[src/vga_spi_pkg.sv]
package vga_spi_pkg;

    // ============================================================
    // Frame memory geometry
    // ============================================================
    localparam int RES_X    = 320;
    localparam int RES_Y    = 240;
    localparam int RES_DIV  = 2;
    localparam int FB_DEPTH = RES_X * RES_Y;

    // ============================================================
    // VGA 640x480 timing, counted in VGA pixels
    // ============================================================
    localparam int CLK_DIV        = 2;
    localparam int H_TOTAL        = 800;
    localparam int V_TOTAL        = 525;
    localparam int H_SYNC_LEN     = 96;
    localparam int V_SYNC_LEN     = 2;
    localparam int H_ACTIVE_START = 144;
    localparam int H_ACTIVE_END   = 783;
    localparam int V_ACTIVE_START = 35;
    localparam int V_ACTIVE_END   = 514;

    // ============================================================
    // Host command bytes
    // ============================================================
    localparam int       CMD_FLAG_BIT = 7;
    localparam bit [7:0] CMD_SWAP     = 8'h81;
    // Any other control byte behaves the same way
    localparam bit [7:0] CMD_ALIGN    = 8'h80;

    typedef logic [7:0]  byte_t;
    typedef logic [16:0] fb_addr_t;
    typedef logic [9:0]  h_count_t;
    typedef logic [9:0]  v_count_t;
    typedef logic [3:0]  color_t;

    // One write into the back bank
    typedef struct packed {
        logic     en;
        fb_addr_t addr;
        byte_t    data;
    } fb_write_t;

    // Raw counter position plus visible-area flag
    typedef struct packed {
        h_count_t h;
        v_count_t v;
        logic     active;
    } scan_pos_t;

    typedef struct packed {
        color_t r;
        color_t g;
        color_t b;
        logic   hsync;
        logic   vsync;
    } vga_out_t;

endpackage

[src/vga_timing.sv]
`timescale 1ns/1ps

module vga_timing
    import vga_spi_pkg::*;
(
    input  logic      clk,
    input  logic      rst,
    output scan_pos_t scan,
    output logic      pixel_en,
    output logic      frame_start
);

    localparam int DIV_W = (CLK_DIV > 1) ? $clog2(CLK_DIV) : 1;

    // ============================================================
    // Pixel clock enable
    // ============================================================
    logic [DIV_W-1:0] div_cnt;

    always_ff @(posedge clk or posedge rst) begin
        if (rst) begin
            div_cnt <= '0;
        end else if (pixel_en) begin
            div_cnt <= '0;
        end else begin
            div_cnt <= div_cnt + DIV_W'(1);
        end
    end

    assign pixel_en = (div_cnt == DIV_W'(CLK_DIV - 1));

    // ============================================================
    // Horizontal and vertical counters
    // ============================================================
    h_count_t h_cnt;
    v_count_t v_cnt;

    always_ff @(posedge clk or posedge rst) begin
        if (rst) begin
            h_cnt <= '0;
            v_cnt <= '0;
        end else if (pixel_en) begin
            if (h_cnt == h_count_t'(H_TOTAL - 1)) begin
                h_cnt <= '0;
                // End of line steps the vertical count
                if (v_cnt == v_count_t'(V_TOTAL - 1)) begin
                    v_cnt <= '0;
                end else begin
                    v_cnt <= v_cnt + v_count_t'(1);
                end
            end else begin
                h_cnt <= h_cnt + h_count_t'(1);
            end
        end
    end

    logic h_active;
    logic v_active;

    assign h_active = (h_cnt >= h_count_t'(H_ACTIVE_START)) &&
                      (h_cnt <= h_count_t'(H_ACTIVE_END));
    assign v_active = (v_cnt >= v_count_t'(V_ACTIVE_START)) &&
                      (v_cnt <= v_count_t'(V_ACTIVE_END));

    assign scan = '{h: h_cnt, v: v_cnt, active: h_active & v_active};

    // High for the whole first pixel of the frame
    assign frame_start = (h_cnt == '0) && (v_cnt == '0);

endmodule

[config.mk]
export PLATFORM = sky130hd
export DESIGN_NAME = vga_timing
export DESIGN_NICKNAME = d
export VERILOG_FILES = /design/src/vga_spi_pkg.sv /design/src/vga_timing.sv
export SDC_FILE = /design/constraint.sdc
export NUM_CORES = 1
export LEC_CHECK = 0
export BUFFER_PORTS_ARGS = -buffer_cell sky130_fd_sc_hd__buf_2
export CORE_MARGIN = 2
export CORE_UTILIZATION = 50
export DETAILED_ROUTE_END_ITERATION = 12
export PLACE_DENSITY = 0.83
export SKIP_CTS_REPAIR_TIMING = 1
export SLEW_MARGIN = 20
export SYNTH_ARGS = -nofsm -noshare
export SYNTH_HDL_FRONTEND = slang
export SYNTH_SLANG_ARGS = --single-unit
[constraint.sdc]
create_clock -name clk -period 1.7 [get_ports clk]
set_clock_uncertainty 0.05 [all_clocks]
set_input_delay 0.085 -clock clk [delete_from_list [all_inputs] [get_ports clk]]
set_output_delay 0.085 -clock clk [all_outputs]
set_load 0.02 [all_outputs]
## Word level (Yosys, flattened, before mapping)

Cells that the tools add are included.

| storage, ports and cells | value |
|---|---|
| ROM bits | 0 |
| memory bits (writable) | 0 |
| memories | 0 |
| logic and storage cells | 22 |
| output and inout bits | 23 |
| bits in latches | 0 |
| bits in registers | 21 |

| operators by class | value |
|---|---|
| $mul | 0 |
| bitwise operators | 1 |
| divide/modulo/power cells | 0 |
| shift-type cells | 0 |
| muxes and demuxes | 3 |
| add/sub/neg operators | 3 |
| magnitude comparators | 4 |
| reduce and logical (&&, ||, !) cells | 6 |
| eq/ne operators | 2 |

Operators by type and width:

| kind | count |
|---|---|
| 10-bit by 1-bit adder with 10-bit output (second input constant) | 2 |
| 10-bit == test (second input constant) | 2 |
| 10-bit <= comparator (second input constant) | 2 |
| 10-bit logical NOT | 2 |
| 10-bit 2-to-1 mux | 2 |
| 10-bit by 6-bit >= comparator with 1-bit output (second input constant) | 1 |
| 10-bit by 8-bit >= comparator with 1-bit output (second input constant) | 1 |
| 1-bit logical AND | 3 |
| 2-bit AND reduction | 1 |
| 1-bit adder (second input constant) | 1 |
| 1-bit bitwise AND | 1 |
| 1-bit 2-to-1 mux | 1 |

## Logic depth before layout (Yosys ltp)

| logic depth | value |
|---|---|
| depth in word-level cells | 3 |
| depth in mapped cells | 5 |
| mapped depth without buffers | 5 |

## Worst setup path before layout

No wires, ideal clock.

| path | value |
|---|---|
| path type | reg-to-output |
| start point | register h_cnt[6] |
| end point | output frame_start |
| setup slack | -300 ps |
| data required time | 1565 ps |
| stages on the path, launching flop included | 4 |
| arrival | 1865 ps |
| cell sequence | dfrtp_1 or3_2 or4_1 nor3_1 |

| on the way | value |
|---|---|
| cells in the longest elaborated chain, start to end | 2 |

Ends and longest elaborated chain:

| item | line | text |
|---|---|---|
| start, declared | vga_timing.sv:35 | `h_count_t h_cnt;` |
| start signal, assigned | vga_timing.sv:52 | `h_cnt <= h_cnt + h_count_t'(1);` |
| 10-bit logical NOT | vga_timing.sv:68 | `assign frame_start = (h_cnt == '0) && (v_cnt == '0);` |
| 1-bit logical AND | vga_timing.sv:68 |  |
| end, declared | vga_timing.sv:10 | `output logic frame_start` |

Every way passes these cells.

## Worst setup path after layout

Ends and elaborated chain as after synthesis.

==> results.yml <==
status:
  status: "complete, but fails checks"
  failed_checks: "setup timing"
final_layout:
  layout.nets: 188
  fillers: 157
  syn2layout_area_growth_pct: 40.58
  post-route-cell-area_um2: 1690
  drive_gt1_frac: 0.4333
  diodes: 0
setup_path:
  r2r-start: "h_cnt[6]$_DFFE_PP0P_"
  path_max_fanout: 2
  cp-end-kind: "primary output"
  crit_type: "reg2out"
  max_stage_delay_ns: 0.44
  crit_required_ns: 1.56
  crit_arrival_ns: 1.83
  cp_cell_sequence: "or3_4 > or4_4 > nor3_4 > buf_6"
  slowest_stage: "or4_4"
  cp-startpoint: "h_cnt[6]$_DFFE_PP0P_"
  critPathLaunchType: "flip-flop"
grt:
  overflow: 0
  grt_first_pass_wirelength_um: 4664
  grt_max_degree: 13
  track_usage: 0.2298
  antenna_found_initial: 0
  grt_pass1_vias: 1041
yosys:
  synth-edff-count: 0
  avgSynthCellArea_um2: 9.543
  synth_ff_type: "dfrtp_1"
  synth.yosys.seq_area_share: 0.4370
  synth_nets: 133
  synthCells: 126
  ys_ff_latch: 21
  syn_area_um2: 1202
  synthArstFlopShare: 1.000
  synth_cell_type_count: 30
  yosys_warnings: 0
min_path:
  min_path_type: "in2async"
floorplan:
  die_height_um: 53.04
  core-area_um2: 2233
  dieArea_um2: 2813
  die_w_um: 53.04
  initial_core_util: 0.5384
  io_pins: 25
  num_rows: 17
clock_network:
  cts_tree: "built"
  clkTransAtPathRegs_ns: 0.12
  cts.htree.levels: 1
  max-clock-path-buffers: 2
  numCtsBuffers: 3
  clkSinkCount: 21
  insertion_delay_ns: 0.30
  cts_root_buffer: "clkbuf_4"
placement:
  pre_cts_ws_ns: -0.01391
  routabilityCongestion: 0.8567
  numPortBuffers: 24
  dpl.hpwl_um: 2241
  placed_area_um2: 1509
timing:
  hold_viol_final: 0
  rsz0062_at_grt: "yes"
  post-route-min-period_ns: 1.964
  setup_violations: 2
  fin_ws_ns: -0.2641
  timing.fmax_mhz: 509.1
  slew_headroom: 0.7308
  fin_crit_sh: 1.155
  finalMaxSlewViolations: 0
  tightest_slew_ns: 0.4034
job:
  drv_cap: 0
power_and_ir_drop:
  finalPower_uw: 758.6
  p_leak_nw: 0.8631
  powerDensity_nw_per_um2: 448.8
  ir_worst_vdd_mv: 0.4227
route:
  final_antenna_net_count: 0
  drcViolationCount: 0
  num_vias: 1221
  drtPass1Iterations: 4
  postRouteWirelength_um: 3238
  drtIter0Drc: 24
  avgRoutedWirePerCell_um: 15.57
  via_per_inst: 5.870
## worst max-delay path: cells and delay by family (launching register included)
kind	cells	cell delay [ns]
simple gates	3	0.96
buf+inv	1	0.14
flops	1	0.43
## layout make-up
| type | instances | area (um2) | area share |
|---|---|---|---|
| timing repair buffer | 51 | 337.8 | 0.1999 |
| tap | 28 | 35.03 | 0.02073 |
| clock buffer | 3 | 22.52 | 0.01332 |
| clock inverter | 1 | 5.005 | 0.002961 |
| inverter | 10 | 37.54 | 0.02221 |
| multi-input combinational | 94 | 720.7 | 0.4264 |
| sequential | 21 | 531.8 | 0.3146 |
## cell families after synthesis
| group | after synthesis | synth area share |
|---|---|---|
| simple gates | 61 | 0.3028 |
| compound gates | 16 | 0.08014 |
| fa+ha+maj | 5 | 0.05203 |
| xor+xnor | 9 | 0.06555 |
| flops | 21 | 0.4370 |
| buf+inv | 11 | 0.03747 |
| mux | 3 | 0.02497 |
## sequential cells by signal (all words and copies together), names as in the netlist
name,cells
pixel_en,1
v_cnt,10
h_cnt,10
## cells in the mapped netlist (all sizes together), types with 5 or more instances
library cell	instances	share of area
and3	7	0.038
dfrtp	21	0.44
nand4	9	0.047
nand3	11	0.046
ha	5	0.052
inv	10	0.031
nand2	9	0.028
nor3	5	0.021
xnor2	5	0.036
nor2	8	0.025
o21ai	6	0.025
## final timing paths
| check | to | slack (ns) | cells after the start |
|---|---|---|---|
| max in group asynchronous | h_cnt[0]$_DFFE_PP0P_ | 0.85 | 4 |
| min in group clk | v_cnt[7]$_DFFE_PP0P_ | 0.47 | 1 |
| worst min register to register | v_cnt[7]$_DFFE_PP0P_ | 0.47 | 1 |
| worst max-delay path | frame_start | -0.26 | 4 |
| worst max register to register | v_cnt[9]$_DFFE_PP0P_ | 0.01 | 6 |
| worst min-delay path | v_cnt[7]$_DFFE_PP0P_ | 0.25 | 3 |
## report_power, final
part	switching (mW)	internal, mW	total [mW]	leakage [nW]
combinational	0.0102	0.00395	0.0141	0.575
clock	0.157	0.0878	0.245	0.0177
sequential	0	0.499	0.499	0.271
total	0.168	0.591	0.759	0.863
## cell usage in the layout (no fill, tap or decap), types with 2 or more instances in the layout
master,n
a21oi_1,4
nor2_2,2
clkbuf_4,3
nand4_1,9
mux2i_1,3
xnor2_1,5
or3_1,2
nand3_1,11
and3_1,5
and2_1,2
nand2_1,9
xor2_1,4
and3_2,2
nor4_4,2
buf_4,26
buf_6,2
o21ai_0,6
dfrtp_2,5
nor3_4,3
buf_2,22
nor2_1,6
inv_1,10
or3_4,2
dfrtp_1,16
ha_1,3
## through the flow
step                      cells   TNS (ns)  hold WS (ns)    util
after floorplan             126   -0.02217       0.01125       -
after global placement      195  -0.005046       0.03879  0.6756
after detailed placement    195   -0.02294       0.04417  0.6756
after CTS                   199    -0.7959       -0.3076  0.6880
after global routing        208    -0.5905        0.2954  0.7569
final                       208    -0.4747        0.2457  0.7569
## routing by layer
layer	track usage	routed length, um	vias up
met5	0	0	-
met4	0.08974	64	0
met3	0.02542	167	11
met2	0.4125	1665	48
met1	0.2783	1340	601
li1	-	-	561
(Power assumes the default switching activity.)
