`config.mk`:
```
export PLATFORM = sky130hd
export DESIGN_NAME = pixel_cmd_decoder
export DESIGN_NICKNAME = d
export VERILOG_FILES = /design/src/vga_spi_pkg.sv /design/src/pixel_cmd_decoder.sv
export SDC_FILE = /design/constraint.sdc
export NUM_CORES = 1
export LEC_CHECK = 0
export BUFFER_PORTS_ARGS = -buffer_cell sky130_fd_sc_hd__buf_2
export CAP_MARGIN = 5
export CORE_MARGIN = 4
export CORE_UTILIZATION = 58
export CTS_CLUSTER_DIAMETER = 100
export DETAILED_ROUTE_END_ITERATION = 8
export GPL_TIMING_DRIVEN = 0
export PLACE_DENSITY = 0.83
export RECOVER_POWER = 50
export SYNTH_ARGS = -nofsm -noshare
export SYNTH_HDL_FRONTEND = slang
export SYNTH_SLANG_ARGS = --single-unit
```
`constraint.sdc`:
```
create_clock -name clk -period 3.8 [get_ports clk]
set_input_delay 0 -clock clk [delete_from_list [all_inputs] [get_ports clk]]
set_output_delay 0 -clock clk [all_outputs]
set_load 0.03 [all_outputs]
```
`src/vga_spi_pkg.sv`:
```
package vga_spi_pkg;

    // ============================================================
    // Frame memory geometry
    // ============================================================
    localparam int RES_X    = 320;
    localparam int RES_Y    = 240;
    localparam int RES_DIV  = 2;
    localparam int FB_DEPTH = RES_X * RES_Y;

    // ============================================================
    // VGA 640x480 timing, counted in VGA pixels
    // ============================================================
    localparam int CLK_DIV        = 2;
    localparam int H_TOTAL        = 800;
    localparam int V_TOTAL        = 525;
    localparam int H_SYNC_LEN     = 96;
    localparam int V_SYNC_LEN     = 2;
    localparam int H_ACTIVE_START = 144;
    localparam int H_ACTIVE_END   = 783;
    localparam int V_ACTIVE_START = 35;
    localparam int V_ACTIVE_END   = 514;

    // ============================================================
    // Host command bytes
    // ============================================================
    localparam int       CMD_FLAG_BIT = 7;
    localparam bit [7:0] CMD_SWAP     = 8'h81;
    // Any other control byte behaves the same way
    localparam bit [7:0] CMD_ALIGN    = 8'h80;

    typedef logic [7:0]  byte_t;
    typedef logic [16:0] fb_addr_t;
    typedef logic [9:0]  h_count_t;
    typedef logic [9:0]  v_count_t;
    typedef logic [3:0]  color_t;

    // One write into the back bank
    typedef struct packed {
        logic     en;
        fb_addr_t addr;
        byte_t    data;
    } fb_write_t;

    // Raw counter position plus visible-area flag
    typedef struct packed {
        h_count_t h;
        v_count_t v;
        logic     active;
    } scan_pos_t;

    typedef struct packed {
        color_t r;
        color_t g;
        color_t b;
        logic   hsync;
        logic   vsync;
    } vga_out_t;

endpackage

```
`src/pixel_cmd_decoder.sv`:
```
`timescale 1ns/1ps

module pixel_cmd_decoder
    import vga_spi_pkg::*;
(
    input  logic      clk,
    input  logic      rst,
    input  byte_t     rx_data,
    input  logic      rx_valid,
    output fb_write_t fb_wr,
    output logic      swap_req
);

    // Next pixel slot in the back bank
    fb_addr_t wr_ptr;

    logic     wr_en;
    fb_addr_t wr_addr;
    byte_t    wr_data;

    logic     is_ctrl;

    assign is_ctrl = rx_data[CMD_FLAG_BIT];

    // ============================================================
    // Control state
    // ============================================================
    always_ff @(posedge clk or posedge rst) begin
        if (rst) begin
            wr_ptr   <= '0;
            wr_en    <= 1'b0;
            swap_req <= 1'b0;
        end else begin
            wr_en    <= 1'b0;
            swap_req <= 1'b0;
            if (rx_valid) begin
                if (!is_ctrl) begin
                    wr_en <= 1'b1;
                    // Wrap after the last pixel of the bank
                    if (wr_ptr == fb_addr_t'(FB_DEPTH - 1)) begin
                        wr_ptr <= '0;
                    end else begin
                        wr_ptr <= wr_ptr + fb_addr_t'(1);
                    end
                end else if (rx_data == CMD_SWAP) begin
                    swap_req <= 1'b1;
                end else begin
                    wr_ptr <= '0;
                end
            end
        end
    end

    // Write payload, taken at the address before the advance
    always_ff @(posedge clk) begin
        if (rx_valid && !is_ctrl) begin
            wr_addr <= wr_ptr;
            wr_data <= rx_data;
        end
    end

    assign fb_wr = '{en: wr_en, addr: wr_addr, data: wr_data};

endmodule

```
; ---- After elaboration in Yosys (flattened, before gate mapping)
; Index checks and enable logic that the tools add are counted.
; Widths: inputs -> output; s select.
[classes]
n_addsub = 1
n_mul = 0
n_div = 0
magnitude_cmp = 0
eq_ne = 3
n_shift = 0
n_mux = 8
n_bitwise = 0
reduce_logical = 3
[op_table]
columns = cell, count
row1 = $mux 17, 3
row2 = $add 17x1->17 const B, 1
row3 = $eq 17x17->1 const B, 1
row4 = $eq 8x8->1 const B, 1
row5 = $mux 1, 5
row6 = $ne 2x2->1 const B, 1
row7 = $reduce_and 2->1, 1
row8 = $logic_and 1x1->1, 1
row9 = $logic_not 1->1, 1
[totals]
register_bits = 44
latch_bits = 0
ram_bits = 0
rom_bits = 0
word_cells = 20
memories = 0

; ---- Depth between registers and ports, before layout
[depth]
word_depth = 4
depth_mapped = 6
mapped_depth_nobuf = 5

; ---- Worst setup path after synthesis
; No wires, ideal clock.
[synth_timing]
path_type = flip-flop to flip-flop
start = reg wr_ptr[0]
end = reg wr_ptr[16]
setup_ns = 0.068
arrival_ns = 1.671
required_ns = 3.732
path_slack_ns = 2.061
path_stages_with_launch = 6
synth_period_minus_slack_ns = 1.739
path_cell_list = dfrtp_1 -> ha_1 -> nand4_1 -> or4_1 -> a2111o_1 -> nand3_1
[synth_between]
elab_chain_len = 3
elab_cells_between_ends = 4
cone_classes = add/sub (1) / eq/ne (1) / mux (2)
[synth_lines]
columns = item, line
row1 = "start, declared", pixel_cmd_decoder.sv:15  ; fb_addr_t wr_ptr;
row2 = "start signal, assigned", pixel_cmd_decoder.sv:43  ; wr_ptr <= wr_ptr + fb_addr_t'(1);
row3 = $add 17x1->17 or $eq 17x17->1 (tied branches), "pixel_cmd_decoder.sv:43, pixel_cmd_decoder.sv:40"
row4 = $mux 17 *, pixel_cmd_decoder.sv:40  ; if (wr_ptr == fb_addr_t'(FB_DEPTH - 1)) begin
row5 = $mux 17 *, pixel_cmd_decoder.sv:37  ; if (!is_ctrl) begin
; Every way passes the cells marked *; elsewhere a longest branch is shown, timed or not.
; A chain may end at the register's enable or synchronous reset.

; ---- Worst setup path in the final report
[layout_timing]
start = in rx_data[7]
end = reg wr_ptr[3]
[layout_between]
elab_chain_len = 3
elab_cells_between_ends = 4
cone_classes = eq/ne (2) / mux (1) / reduce/logical (1)
[layout_lines]
columns = item, line
row1 = "start, declared", pixel_cmd_decoder.sv:8  ; input byte_t rx_data,
row2 = $eq 8x8->1, pixel_cmd_decoder.sv:45  ; end else if (rx_data == CMD_SWAP) begin
row3 = $ne 2x2->1 (no line), n/a
row4 = $reduce_and 2->1 (no line), n/a
; Several ways; a longest one is shown, not always the timed one.

==> results.md <==
- Vias in the first global route: 1,432
- Async SR Flop Fraction: 43.2%
- Hpwl dp: 2800 µm
- Overflow left after global routing: 0
- Layout cells sized above 1: 17.8%
- FP Rows: 20
- RSZ-0062 raised after global routing: no
- CTS Sinks: 44
- EDFF count, synth: 25
- Clock Skew: 0.0125 ns
- Setup TNS: 0 ns
- CP max-delay cell: inv_1
- Cells after synthesis: 158
- Period utilization: 67.2%
- Clock-pin slew on the worst setup and hold paths: 0.13 ns
- Max Slew Vio Count: 0
- Final min period: 2.55 ns
- Leading cell type in the layout, fill and taps excluded: buf_2
- Die Wd: 65.4 µm
- Syn nets: 170
- DR WL/cell: 17.2 µm
- Total power: 0.981 mW
- I/O Pins: 38
- H-tree levels: 2
- Post-synthesis sequential area ratio: 64.2%
- CP max FO: 28
- CTS tree: yes
- Worst Tran Pin Value: 1.03 ns
- Clk buf depth: 2
- Critical path class: in -> reg
- LEAKAGE: 0.895 nW
- Nets: 224
- CP max stage delay: 0.80 ns
- Worst-path cell chain: dlygate4sd3_1, buf_2, buf_2, nand2b_1, clkbuf_1, inv_1, o21ai_1, o311ai_0
- Root Driver: clkbuf_4
- Distinct cells, synth: 42
- Pin count of the biggest net entering global routing: 29
- Synth-to-Final Area Change: 21.2%
- Core ar.: 3100 µm²
- Max Cap Viol: 0
- Setup crit start: rx_data[7]
- Yosys warns: 0
- Hold Path Class: in -> async
- Leading area contributor after synthesis: edfxtp_1
- Synthesized area: 1910 µm²
- Fill cell count: 228
- CP endpoint kind: flop
- Syn_area_per_cell: 12.1 µm²
- Height of the die: 65.4 µm
- Outcome: complete, no violations
- Worst EP required: 4.04 ns
- Clock latency on the worst-skew pair: 0.36 ns
- Routed wire length: 4430 µm
- Worst vdd ir: 0.000282 V
- Initial antenna violation count: 0
- Setup Viol. Count Final: 0
- Top FF cell, synth: edfxtp_1
- F_max: 0.392 GHz
- Initial Util: 61.6%
- Starting DRT DRC Count: 153
- Setup Fix Bufs, Post-CTS: 0
- Min setup slack post-route: 1.25 ns
- Register area: 1230 µm²
- # DRC: 0
- First-pass GRT wire length: 7060 µm
- Slew HR: 31.3%
- Endpoint arrival time on the critical path: 2.80 ns
- Number of hold-repair buffers added at the cts stage: 10
- Most frequent CP cell: buf_2
- Yosys reg bits: 44
- Synth top area share: 39.3%
- Reg2reg start: wr_ptr[1]
- PwrDens: 424 nW/µm²
- Cts repair resizes: 0
- Via Count: 1,564
- Final core occ: 74.6%
- Final Hold Viols: 0
- Footprint of the multi-input gates: 609 µm²
- Area contributors post-synth: edfxtp_1, dfrtp_1, nand2_1
- Crit start category: input port
- Die area: 4280 µm²
- Antenna-violating nets left: 0
- GP Congestion: 0.925
- GRT Total Usage: 22.3%
- Pre-CTS setup slack: 1.42 ns
- Most frequent cells in the layout: buf_2, edfxtp_1, dfrtp_1, clkbuf_1, nand2_1
- Port Buffers: 37
- Diodes inserted: 0
- CTS buffer count: 5
- Vias per std cell: 6.09
- First-pass DRT Iterations: 4
logic make-up (layout without fill, tap and decap cells):
| logic type | count (synthesis) | in the layout | synth area share, % |
|---|---|---|---|
| simple gates | 57 | 57 | 17.0 |
| flops | 44 | 44 | 64.2 |
| compound gates | 39 | 39 | 14.3 |
| buf+inv | 17 | 72 | 3.93 |
| fa+ha+maj | 1 | 1 | 0.655 |
layer usage:
| layer | track usage, % | vias up | wire length (µm) | part of all wire, % |
|---|---|---|---|---|
| li1 | - | 719 | - | - |
| met1 | 27.2 | 759 | 1750 | 39 |
| met2 | 38.6 | 77 | 2290 | 52 |
| met3 | 5.13 | 9 | 288 | 6.5 |
| met4 | 8.29 | 0 | 107 | 2.4 |
| met5 | 0 | - | 0 | 0 |
layout make-up:
type	instances	area share, %
sequential	44	53.0
multi-input combinational	97	26.3
timing repair buffer	47	11.4
tap	44	2.38
clock buffer	6	2.22
buffer	8	1.78
clock inverter	2	1.46
inverter	9	1.46
where the power goes:
part / switching [mW] / internal [mW]
Sequential: 0.0239 / 0.539
Clock: 0.151 / 0.155
Combinational: 0.0762 / 0.0371
Total: 0.251 / 0.730
cell usage after synthesis, types with 3 or more instances:
| cell type | instances |
|---|---|
| inv_1 | 8 |
| o21ai_0 | 8 |
| or3_1 | 3 |
| nand2_1 | 15 |
| a32oi_1 | 3 |
| o211ai_1 | 4 |
| buf_2 | 6 |
| nand3_1 | 6 |
| dfrtp_1 | 19 |
| o31ai_1 | 5 |
| edfxtp_1 | 25 |
| a21oi_1 | 5 |
| nand4_1 | 6 |
| nor2_1 | 6 |
| o2111ai_1 | 3 |
| or4_1 | 3 |
state kept, by name, indices dropped and copies added, names as in the netlist:
register / cells
wr_addr: 17
wr_en: 1
wr_ptr: 17
wr_data: 8
swap_req: 1
worst max-delay path, delay by kind of cell:
kind,cells,cell delay [ns]
buf+inv,5,1.84
simple gates,1,0.15
compound gates,2,0.80
metrics by stage:
| step | hold WS (ns) | instances | instance area (µm²) |
|---|---|---|---|
| 5_1_grt | 0.342 | 257 | 2310 |
| 3_3_place_gp | 0.144 | 239 | 2150 |
| 6_report | 0.292 | 257 | 2310 |
| 2_1_floorplan | -0.0489 | 158 | 1910 |
| 4_1_cts | 0.318 | 257 | 2340 |
| 3_5_place_dp | 0.157 | 239 | 2150 |
final timing paths:
kind,slack [ns],cells after the start,end
setup / recovery,1.25,8,wr_ptr[3]
hold / removal,0.29,3,wr_ptr[5]
setup reg to reg,1.80,6,wr_ptr[12]
hold reg to reg,0.46,0,wr_addr[3]
max in group asynchronous,3.04,3,wr_ptr[13]
min in group clk,0.35,2,wr_data[1]
No activity file was read; power rests on OpenSTA's default activity.
